[src/hw/aluCyclePkg.sv]
package aluCyclePkg;

    typedef logic [5:0] stepCount_t;

    // One root bit per iteration
    localparam stepCount_t sqrtSteps = 6'd16;

    // One quotient bit per iteration
    localparam stepCount_t divSteps = 6'd32;

    typedef enum logic [1:0] {
        idle,
        waitUnit,
        finish
    } ctrlState_t;

endpackage

[src/hw/aluOpPkg.sv]
package aluOpPkg;

    typedef logic [31:0] word_t;
    typedef logic [5:0]  funcCode_t;
    typedef logic [4:0]  shamt_t;
    typedef logic [15:0] half_t;

    // Integer group
    localparam funcCode_t opAdd      = 6'b000000;
    localparam funcCode_t opSub      = 6'b000001;
    localparam funcCode_t opMul      = 6'b000010;
    localparam funcCode_t opSqrt     = 6'b000011;
    localparam funcCode_t opDiv      = 6'b000100;
    localparam funcCode_t opMod      = 6'b000101;
    localparam funcCode_t opSlaArith = 6'b000110;
    localparam funcCode_t opSraArith = 6'b000111;
    localparam funcCode_t opEq       = 6'b001000;
    localparam funcCode_t opNe       = 6'b001001;
    localparam funcCode_t opGt       = 6'b001010;
    localparam funcCode_t opLt       = 6'b001011;
    localparam funcCode_t opGtU      = 6'b001100;
    localparam funcCode_t opLtU      = 6'b001101;

    // Logic group, 010101 is unassigned
    localparam funcCode_t opNot      = 6'b010000;
    localparam funcCode_t opAnd      = 6'b010001;
    localparam funcCode_t opOr       = 6'b010010;
    localparam funcCode_t opXor      = 6'b010011;
    localparam funcCode_t opXnor     = 6'b010100;
    localparam funcCode_t opSll      = 6'b010110;
    localparam funcCode_t opSrl      = 6'b010111;

endpackage
[src/hw/alu.sv]
`timescale 1ns/1ps

module alu (
    input  logic                Clock,
    input  logic                rstN,
    input  logic                start,
    input  aluOpPkg::funcCode_t funcCode,
    input  aluOpPkg::word_t     operandA,
    input  aluOpPkg::word_t     operandB,
    output logic                done,
    output aluOpPkg::word_t     result
);

    aluOpPkg::word_t arithResult;
    aluOpPkg::half_t sqrtRoot;
    aluOpPkg::word_t quotient;
    aluOpPkg::word_t remainder;
    logic            sqrtStart;
    logic            sqrtDone;
    logic            divStart;
    logic            divDone;

    intArith u_intArith (
        .funcCode    (funcCode),
        .operandA    (operandA),
        .operandB    (operandB),
        .arithResult (arithResult)
    );

    aluControl u_aluControl (
        .Clock       (Clock),
        .rstN        (rstN),
        .start       (start),
        .funcCode    (funcCode),
        .arithResult (arithResult),
        .sqrtDone    (sqrtDone),
        .sqrtRoot    (sqrtRoot),
        .divDone     (divDone),
        .quotient    (quotient),
        .remainder   (remainder),
        .sqrtStart   (sqrtStart),
        .divStart    (divStart),
        .done        (done),
        .result      (result)
    );

    intSqrt u_intSqrt (
        .Clock     (Clock),
        .rstN      (rstN),
        .sqrtStart (sqrtStart),
        .radicand  (operandA),
        .sqrtDone  (sqrtDone),
        .sqrtRoot  (sqrtRoot)
    );

    intDivider u_intDivider (
        .Clock     (Clock),
        .rstN      (rstN),
        .divStart  (divStart),
        .dividend  (operandA),
        .divisor   (operandB),
        .divDone   (divDone),
        .quotient  (quotient),
        .remainder (remainder)
    );

endmodule

[src/hw/aluControl.sv]
`timescale 1ns/1ps

module aluControl (
    input  logic                Clock,
    input  logic                rstN,
    input  logic                start,
    input  aluOpPkg::funcCode_t funcCode,
    input  aluOpPkg::word_t     arithResult,
    input  logic                sqrtDone,
    input  aluOpPkg::half_t     sqrtRoot,
    input  logic                divDone,
    input  aluOpPkg::word_t     quotient,
    input  aluOpPkg::word_t     remainder,
    output logic                sqrtStart,
    output logic                divStart,
    output logic                done,
    output aluOpPkg::word_t     result
);

    aluCyclePkg::ctrlState_t state;
    logic                    accept;
    logic                    isSqrt;
    logic                    isDiv;
    logic                    sqrtOp;
    logic                    modOp;

    assign isSqrt = (funcCode == aluOpPkg::opSqrt);
    assign isDiv  = (funcCode == aluOpPkg::opDiv) || (funcCode == aluOpPkg::opMod);

    // Start only counts while idle
    assign accept = (state == aluCyclePkg::idle) && start;

    // Launch strobes, units load on the acceptance edge
    assign sqrtStart = accept && isSqrt;
    assign divStart  = accept && isDiv;

    assign done = (state == aluCyclePkg::idle);

    always_ff @(posedge Clock or negedge rstN) begin
        if (!rstN) begin
            state  <= aluCyclePkg::idle;
            result <= '0;
            sqrtOp <= 1'b0;
            modOp  <= 1'b0;
        end else begin
            case (state)
                aluCyclePkg::idle: begin
                    if (start) begin
                        sqrtOp <= isSqrt;
                        modOp  <= (funcCode == aluOpPkg::opMod);
                        if (isSqrt || isDiv) begin
                            state <= aluCyclePkg::waitUnit;
                        end else begin
                            result <= arithResult;
                            state  <= aluCyclePkg::finish;
                        end
                    end
                end
                aluCyclePkg::waitUnit: begin
                    if (sqrtOp && sqrtDone) begin
                        result <= {16'b0, sqrtRoot};
                        state  <= aluCyclePkg::idle;
                    end else if (!sqrtOp && divDone) begin
                        result <= modOp ? remainder : quotient;
                        state  <= aluCyclePkg::idle;
                    end
                end
                aluCyclePkg::finish: begin
                    state <= aluCyclePkg::idle;
                end
                default: begin
                    state <= aluCyclePkg::idle;
                end
            endcase
        end
    end

endmodule

[src/hw/intDivider.sv]
`timescale 1ns/1ps

module intDivider (
    input  logic            Clock,
    input  logic            rstN,
    input  logic            divStart,
    input  aluOpPkg::word_t dividend,
    input  aluOpPkg::word_t divisor,
    output logic            divDone,
    output aluOpPkg::word_t quotient,
    output aluOpPkg::word_t remainder
);

    aluOpPkg::word_t         remReg;
    aluOpPkg::word_t         quoReg;
    aluOpPkg::word_t         divisorMag;
    logic                    negQuot;
    logic                    negRem;
    logic [32:0]             trial;
    aluCyclePkg::stepCount_t stepsLeft;
    logic                    busy;

    assign busy = (stepsLeft != '0);

    // Next dividend bit enters the partial remainder
    assign trial = {remReg, quoReg[31]} - {1'b0, divisorMag};

    always_ff @(posedge Clock or negedge rstN) begin
        if (!rstN) begin
            stepsLeft <= '0;
            divDone   <= 1'b0;
        end else begin
            divDone <= 1'b0;
            if (divStart) begin
                stepsLeft <= aluCyclePkg::divSteps;
            end else if (busy) begin
                stepsLeft <= stepsLeft - 1'b1;
                if (stepsLeft == 6'd1) begin
                    divDone <= 1'b1;
                end
            end
        end
    end

    // Datapath, quoReg holds the dividend magnitude and fills with quotient bits
    always_ff @(posedge Clock) begin
        if (divStart) begin
            remReg     <= '0;
            quoReg     <= dividend[31] ? -dividend : dividend;
            divisorMag <= divisor[31] ? -divisor : divisor;
            negQuot    <= dividend[31] ^ divisor[31];
            negRem     <= dividend[31];
        end else if (busy) begin
            if (!trial[32]) begin
                remReg <= trial[31:0];
            end else begin
                // Restore
                remReg <= {remReg[30:0], quoReg[31]};
            end
            quoReg <= {quoReg[30:0], ~trial[32]};
        end
    end

    // Sign restore
    // Most negative by minus one wraps back to itself here
    always_comb begin
        if (divisorMag == '0) begin
            quotient = '1;
        end else if (negQuot) begin
            quotient = -quoReg;
        end else begin
            quotient = quoReg;
        end
    end

    // Remainder follows the dividend, also on divide by zero
    assign remainder = negRem ? -remReg : remReg;

endmodule

[src/hw/intSqrt.sv]
`timescale 1ns/1ps

module intSqrt (
    input  logic             Clock,
    input  logic             rstN,
    input  logic             sqrtStart,
    input  aluOpPkg::word_t  radicand,
    output logic             sqrtDone,
    output aluOpPkg::half_t  sqrtRoot
);

    aluOpPkg::word_t         radShift;
    logic signed [19:0]      partRem;
    logic signed [19:0]      nextRem;
    aluCyclePkg::stepCount_t stepsLeft;
    logic                    busy;

    assign busy = (stepsLeft != '0);

    // Non-restoring step, sign of the partial remainder picks add or subtract
    always_comb begin
        if (!partRem[19]) begin
            nextRem = {partRem[17:0], radShift[31:30]} - {2'b00, sqrtRoot, 2'b01};
        end else begin
            nextRem = {partRem[17:0], radShift[31:30]} + {2'b00, sqrtRoot, 2'b11};
        end
    end

    always_ff @(posedge Clock or negedge rstN) begin
        if (!rstN) begin
            stepsLeft <= '0;
            sqrtDone  <= 1'b0;
        end else begin
            sqrtDone <= 1'b0;
            if (sqrtStart) begin
                stepsLeft <= aluCyclePkg::sqrtSteps;
            end else if (busy) begin
                stepsLeft <= stepsLeft - 1'b1;
                if (stepsLeft == 6'd1) begin
                    sqrtDone <= 1'b1;
                end
            end
        end
    end

    // Datapath
    always_ff @(posedge Clock) begin
        if (sqrtStart) begin
            radShift <= radicand;
            partRem  <= '0;
            sqrtRoot <= '0;
        end else if (busy) begin
            radShift <= {radShift[29:0], 2'b00};
            partRem  <= nextRem;
            // New root bit is set when the remainder stays non-negative
            sqrtRoot <= {sqrtRoot[14:0], ~nextRem[19]};
        end
    end

endmodule

[src/hw/intArith.sv]
`timescale 1ns/1ps

module intArith (
    input  aluOpPkg::funcCode_t funcCode,
    input  aluOpPkg::word_t     operandA,
    input  aluOpPkg::word_t     operandB,
    output aluOpPkg::word_t     arithResult
);

    aluOpPkg::shamt_t shiftAmount;
    logic             signedGt;
    logic             signedLt;

    // Only the low five bits of B count as shift distance
    assign shiftAmount = operandB[4:0];

    assign signedGt = $signed(operandA) > $signed(operandB);
    assign signedLt = $signed(operandA) < $signed(operandB);

    always_comb begin
        case (funcCode)
            aluOpPkg::opAdd: begin
                arithResult = operandA + operandB;
            end
            aluOpPkg::opSub: begin
                arithResult = operandA - operandB;
            end
            aluOpPkg::opMul: begin
                // Low word is the same for signed and unsigned
                arithResult = operandA * operandB;
            end
            aluOpPkg::opSlaArith: begin
                arithResult = $signed(operandA) <<< shiftAmount;
            end
            aluOpPkg::opSraArith: begin
                arithResult = $signed(operandA) >>> shiftAmount;
            end
            aluOpPkg::opEq: begin
                arithResult = {31'b0, operandA == operandB};
            end
            aluOpPkg::opNe: begin
                arithResult = {31'b0, operandA != operandB};
            end
            aluOpPkg::opGt: begin
                arithResult = {31'b0, signedGt};
            end
            aluOpPkg::opLt: begin
                arithResult = {31'b0, signedLt};
            end
            aluOpPkg::opGtU: begin
                arithResult = {31'b0, operandA > operandB};
            end
            aluOpPkg::opLtU: begin
                arithResult = {31'b0, operandA < operandB};
            end
            aluOpPkg::opNot: begin
                arithResult = ~operandA;
            end
            aluOpPkg::opAnd: begin
                arithResult = operandA & operandB;
            end
            aluOpPkg::opOr: begin
                arithResult = operandA | operandB;
            end
            aluOpPkg::opXor: begin
                arithResult = operandA ^ operandB;
            end
            aluOpPkg::opXnor: begin
                arithResult = operandA ~^ operandB;
            end
            aluOpPkg::opSll: begin
                arithResult = operandA << shiftAmount;
            end
            aluOpPkg::opSrl: begin
                arithResult = operandA >> shiftAmount;
            end
            default: begin
                // Float codes, conversions and unassigned codes
                arithResult = '0;
            end
        endcase
    end

endmodule

[config.mk]
export PLATFORM = sky130hd
export DESIGN_NAME = alu
export DESIGN_NICKNAME = d
export VERILOG_FILES = /design/src/hw/aluCyclePkg.sv /design/src/hw/aluOpPkg.sv /design/src/hw/alu.sv /design/src/hw/aluControl.sv /design/src/hw/intDivider.sv /design/src/hw/intSqrt.sv /design/src/hw/intArith.sv
export SDC_FILE = /design/constraint.sdc
export NUM_CORES = 2
export LEC_CHECK = 0
export ABC_AREA = 1
export BUFFER_PORTS_ARGS = -buffer_cell sky130_fd_sc_hd__buf_4
export CORE_UTILIZATION = 60
export DETAILED_ROUTE_END_ITERATION = 10
export GPL_TIMING_DRIVEN = 1
export PLACE_DENSITY = 0.73
export SLEW_MARGIN = 20
export SYNTH_ARGS = -nofsm -noshare
export SYNTH_HDL_FRONTEND = slang
export SYNTH_SLANG_ARGS = --single-unit
[constraint.sdc]
create_clock -name Clock -period 3.52 [get_ports Clock]
set_input_delay 0.352 -clock Clock [delete_from_list [all_inputs] [get_ports Clock]]
set_output_delay 0.352 -clock Clock [all_outputs]
set_load 0.02 [all_outputs]
==> metrics.md, run 1 <==
| Metric | Value |
|---|---|
| Status | `stopped before the end` |
| Exit stage | `global routing` |
| Tool Error | `[ERROR GRT-0232] Routing congestion too high. Check the congestion heatmap in the GUI.` |
| Die H | `263 µm` |
| Register bit total from synthesis | `215` |
| Longest Clk Path Bufs | `3` |
| Synth top area share | `20.1%` |
| Synthesized area per cell | `6.68 µm²` |
| Yosys Warn Count | `0` |
| Horiz. Die Dim | `263 µm` |
| Cells after Synth | `6,119` |
| Prevailing post-synth register cell | `edfxtp_1` |
| Post-DP HPWL | `160 mm` |
| Worst slack, placed | `-3.56 ns` |
| Register area share after synthesis | `13.5%` |
| Leading area contributor after synthesis | `fa_1` |
| Synth cell types | `68` |
| Cell with the most instances after synthesis | `nand2_1` |
| Mapped Nets | `6,881` |
| Root buffer selected by CTS | `clkbuf_16` |
| I/O pin count | `106` |
| Initial core utilization | `60.8%` |
| GRT overflow | `364` |
| # clock sinks | `215` |
| Placer Congestion | `1.14` |
| Post-synth top cells | `nand2_1 (1,555), inv_1 (1,203), o21ai_0 (451)` |
| I/O Buffers | `105` |
| Row count | `95` |
| Cts bufs inserted | `20` |
| Post-synthesis cell area | `40,900 µm²` |
| EDFF count, synth | `98` |
| CTS HTree Levels | `1` |
| All-Layer GR Usage | `82.3%` |
| Area contributors post-synth | `fa_1 (20%), nand2_1 (14%), inv_1 (11%)` |
| Async S/R FF share, synth | `23.3%` |
| Pin count of the biggest net entering global routing | `67` |
-- cells by family after synthesis --
| family | synth area share [%] |
|---|---|
| adders and majority gates | 28.6 |
| muxes | 0.245 |
| xor gates and xnor gates | 3.23 |
| DFF | 13.5 |
| buffers and inverters | 14.1 |
| AOI/OAI and AO/OA | 14.8 |
| and+or+nand+nor | 25.5 |
-- repair_timing --
item,in CTS
buffers inserted,37
setup endpoints to repair,29
hold buffers,1
resized for setup,289
pin swaps,134
endpoints found under the hold margin,50
cloned,1
-- per-stage QoR --
step | std cells | util [%] | cell area, µm²
after detailed placement | 7579 | 71.7 | 48200
after global placement | 7579 | 71.7 | 48200
after floorplan | 6119 | - | 41700
after CTS | 7653 | 74.6 | 50200
-- per-layer routing --
layer | GRT usage [%] | overflow
met3 | 68.7 | 43
met5 | 49.8 | 2
met4 | 76.8 | 85
met2 | 96.2 | 187
met1 | 84.2 | 47
==> run 2, diff against run 1 <==
- CORE_UTILIZATION: 60 -> 40
- PLACE_DENSITY: 0.73 -> not set
- PLACE_DENSITY_LB_ADDON: not set -> 0.15
==> metrics.md, run 2 <==
| Metric | Value |
|---|---|
| Initial antenna violation count | `3` |
| Met3 Wirelength | `13.3 mm` |
| Rel. slew slack | `28.0%` |
| Placer Congestion | `1.06 (-6.4%)` |
| Area Growth Syn to Fin | `28.1%` |
| Register bit total from synthesis | `215 (unchanged)` |
| Worst Path Max Fanout | `7` |
| Synth top area share | `20.1% (unchanged)` |
| Status | `complete, but fails checks` |
| EDFF count, synth | `98 (unchanged)` |
| Post-DR wirelength/cell | `23.8 µm` |
| Post-synthesis compound-gate area fraction | `14.8% (unchanged)` |
| I/O Buffers | `105 (unchanged)` |
| Synth cell types | `68 (unchanged)` |
| Highest Signal Layer | `met5` |
| Vias per cell | `5.34` |
| Die Area | `104,000 µm²` |
| Final setup viols | `28` |
| Longest Clk Path Bufs | `3 (unchanged)` |
| Horiz. Die Dim | `322 µm (+22%)` |
| Worst Setup Start Kind | `primary input` |
| Cell with the most instances after synthesis | `nand2_1` |
| Area contributors post-synth | `fa_1 (20%), nand2_1 (14%), inv_1 (11%)` |
| Max_cap viols | `0` |
| Initial core utilization | `40.6% (-20 points)` |
| Critical path class | `primary input to flop` |
| TNS Setup | `-64.31 ns` |
| Worst hold path type | `primary input to flop` |
| Core Region | `101,000 µm²` |
| DR pass1 iterations | `6` |
| Post-synthesis xor/xnor area fraction | `3.23% (unchanged)` |
| Root buffer selected by CTS | `clkbuf_16` |
| Period utilization | `182%` |
| Clk_skew | `0.0178 ns` |
| Most frequent cells in the layout | `nand2_1 (1,512), inv_1 (1,167), buf_4 (887)` |
| Worst-path clk slew | `0.08 ns` |
| Via count | `44,000` |
| Final hold vios | `0` |
| Row count | `116 (+22%)` |
| I/O pin count | `106 (unchanged)` |
| # clock sinks | `215 (unchanged)` |
| FMAX | `0.156 GHz` |
| Failing checks | `setup timing` |
| DR iter-0 viols | `4,011` |
| Ratio of cells with drive above 1 in the final layout | `20.5%` |
| Fin crit period | `6.40 ns` |
| WHS | `0.202 ns` |
| Least-Margin Pin Slew | `1.08 ns` |
| Unrepaired setup endpoints after global routing | `yes` |
| CTS tree | `yes` |
| Cells after Synth | `6,119 (unchanged)` |
| Die H | `322 µm (+22%)` |
| CTS HTree Levels | `1 (unchanged)` |
| Worst setup margin | `-2.88 ns` |
| Register area share after synthesis | `13.5% (unchanged)` |
| Prevailing post-synth register cell | `edfxtp_1` |
| Vias in the first global route | `43,300` |
| All-Layer GR Usage | `37.4%` |
| Cts bufs inserted | `22 (+10%)` |
| Endpoint class of the critical path | `flop` |
| Req. time, crit path | `3.96 ns` |
| Synthesized area per cell | `6.68 µm² (unchanged)` |
| Post-synthesis simple-gate area fraction | `25.5% (unchanged)` |
| ANT nets after route | `0` |
| Async S/R FF share, synth | `23.3% (unchanged)` |
| Mapped Nets | `6,881 (unchanged)` |
| Post-synth top cells | `nand2_1 (1,555), inv_1 (1,203), o21ai_0 (451)` |
| Worst-skew pair later-pin latency | `0.55 ns` |
| # fillers | `10,200` |
| Yosys Warn Count | `0 (unchanged)` |
| Pin count of the biggest net entering global routing | `67` |
| Post-DP HPWL | `163 mm (+2.2%)` |
| DRC viols | `0` |
| First-pass GRT wire length | `284 mm` |
| GRT overflow | `0` |
| Drt total wl | `196 mm` |
| Nets | `7,623` |
| WL met2 | `89.6 mm` |
| Mux cell area share after synthesis | `0.245% (unchanged)` |
| Post-synthesis cell area | `40,900 µm² (unchanged)` |
| Synthesized-area fraction occupied by adder cells | `28.6% (unchanged)` |
| Most common cell after layout, fill and taps aside | `nand2_1` |
| Slew Viols, Final | `0` |
| Largest family of logic cells by synthesized area | `adder cells` |
| Critical path arrival | `6.84 ns` |
| Leading area contributor after synthesis | `fa_1` |
| Metal-1 WL | `81.5 mm` |
[run 2: cell counts after synthesis]
No cell type changed its count.
[run 2: cell type report]
| class | instances | area (µm²) | area share, % |
|---|---|---|---|
| clock inverters | 16 | 270 | 0.516 |
| multi-input cells | 4402 | 31200 | 59.5 |
| inverters | 1214 | 4570 | 8.73 |
| flip-flops and latches | 215 | 5540 | 10.6 |
| clock buffers | 24 | 579 | 1.11 |
| diodes | 1 | 2.50 | 0.00478 |
| well taps | 1357 | 1700 | 3.24 |
| repair buffers | 1006 | 8530 | 16.3 |
[run 2: worst paths after layout]
path,start,to,slack [ns],cells past startpoint
worst max-delay path,operandA[15],u_aluControl.result[28]$_DFFE_PN0P_,-2.88,27
worst min-delay path,start,u_aluControl.state[0]$_DFFE_PN0P_,0.20,3
worst max register to register,u_intDivider.quoReg[31]$_DFFE_PP_,u_intDivider.remReg[3]$_SDFFE_PP0P_,0.38,15
worst min register to register,u_intSqrt.partRem[7]$_SDFFE_PP0P_,u_intSqrt.partRem[7]$_SDFFE_PP0P_,0.47,2
max in group asynchronous,rstN,u_aluControl.result[27]$_DFFE_PN0P_,2.65,2
min in group asynchronous,rstN,u_aluControl.result[2]$_DFFE_PN0P_,0.40,2
[run 2: logic make-up after synthesis]
group	count (synthesis)
muxes	10
AOI/OAI and AO/OA	1070
DFF	215
adders and majority gates	689
buffers and inverters	1502
and+or+nand+nor	2482
xor gates and xnor gates	151
[run 2: metrics by stage]
stage	worst slack, ns	cells	util (%)	cell area [µm²]
final	-2.88	8235	52.0	52400
after global routing	-3.09	8234	52.0	52400
after CTS	-2.86	8220	51.2	51500
after detailed placement	-3.88	8149	49.1	49500
after global placement	-3.86	8149	49.1	49500
after floorplan	-3.03	6119	-	41700
[run 2: worst max-delay path, cell delays in order]
cell,delay (ns)
buf_16,0.13
buf_6,0.12
nand2_2,0.05
inv_2,0.04
fa_2,0.53
inv_2,0.04
fa_1,0.53
fa_1,0.45
fa_1,0.49
inv_1,0.05
fa_1,0.49
inv_2,0.04
fa_1,0.49
inv_1,0.05
fa_1,0.48
fa_2,0.58
ha_4,0.21
nand4_1,0.19
inv_1,0.10
a21oi_4,0.23
buf_4,0.15
o211ai_1,0.14
or2_4,0.26
nand2_1,0.07
nand4_1,0.32
nand2_1,0.18
a21boi_1,0.07
[run 2: routing by layer]
metal | vias up | track usage, %
met4 | 4 | 19.6
met5 | - | 0
met1 | 21200 | 48.7
li1 | 20800 | -
met3 | 361 | 3.93
met2 | 1712 | 61.1
[run 2: repair_timing]
item	CTS	global route
pin swaps	93	153
hold buffers	1	0
setup buffers	31	16
hold endpoints to repair	50	0
endpoints found under the setup margin	28	30
cloned	2	1
resized for setup	233	181
Power of run 2 is left out: the tool's default activity adds up to more than one toggle a clock period on the data nets, which glitch-free logic cannot reach.
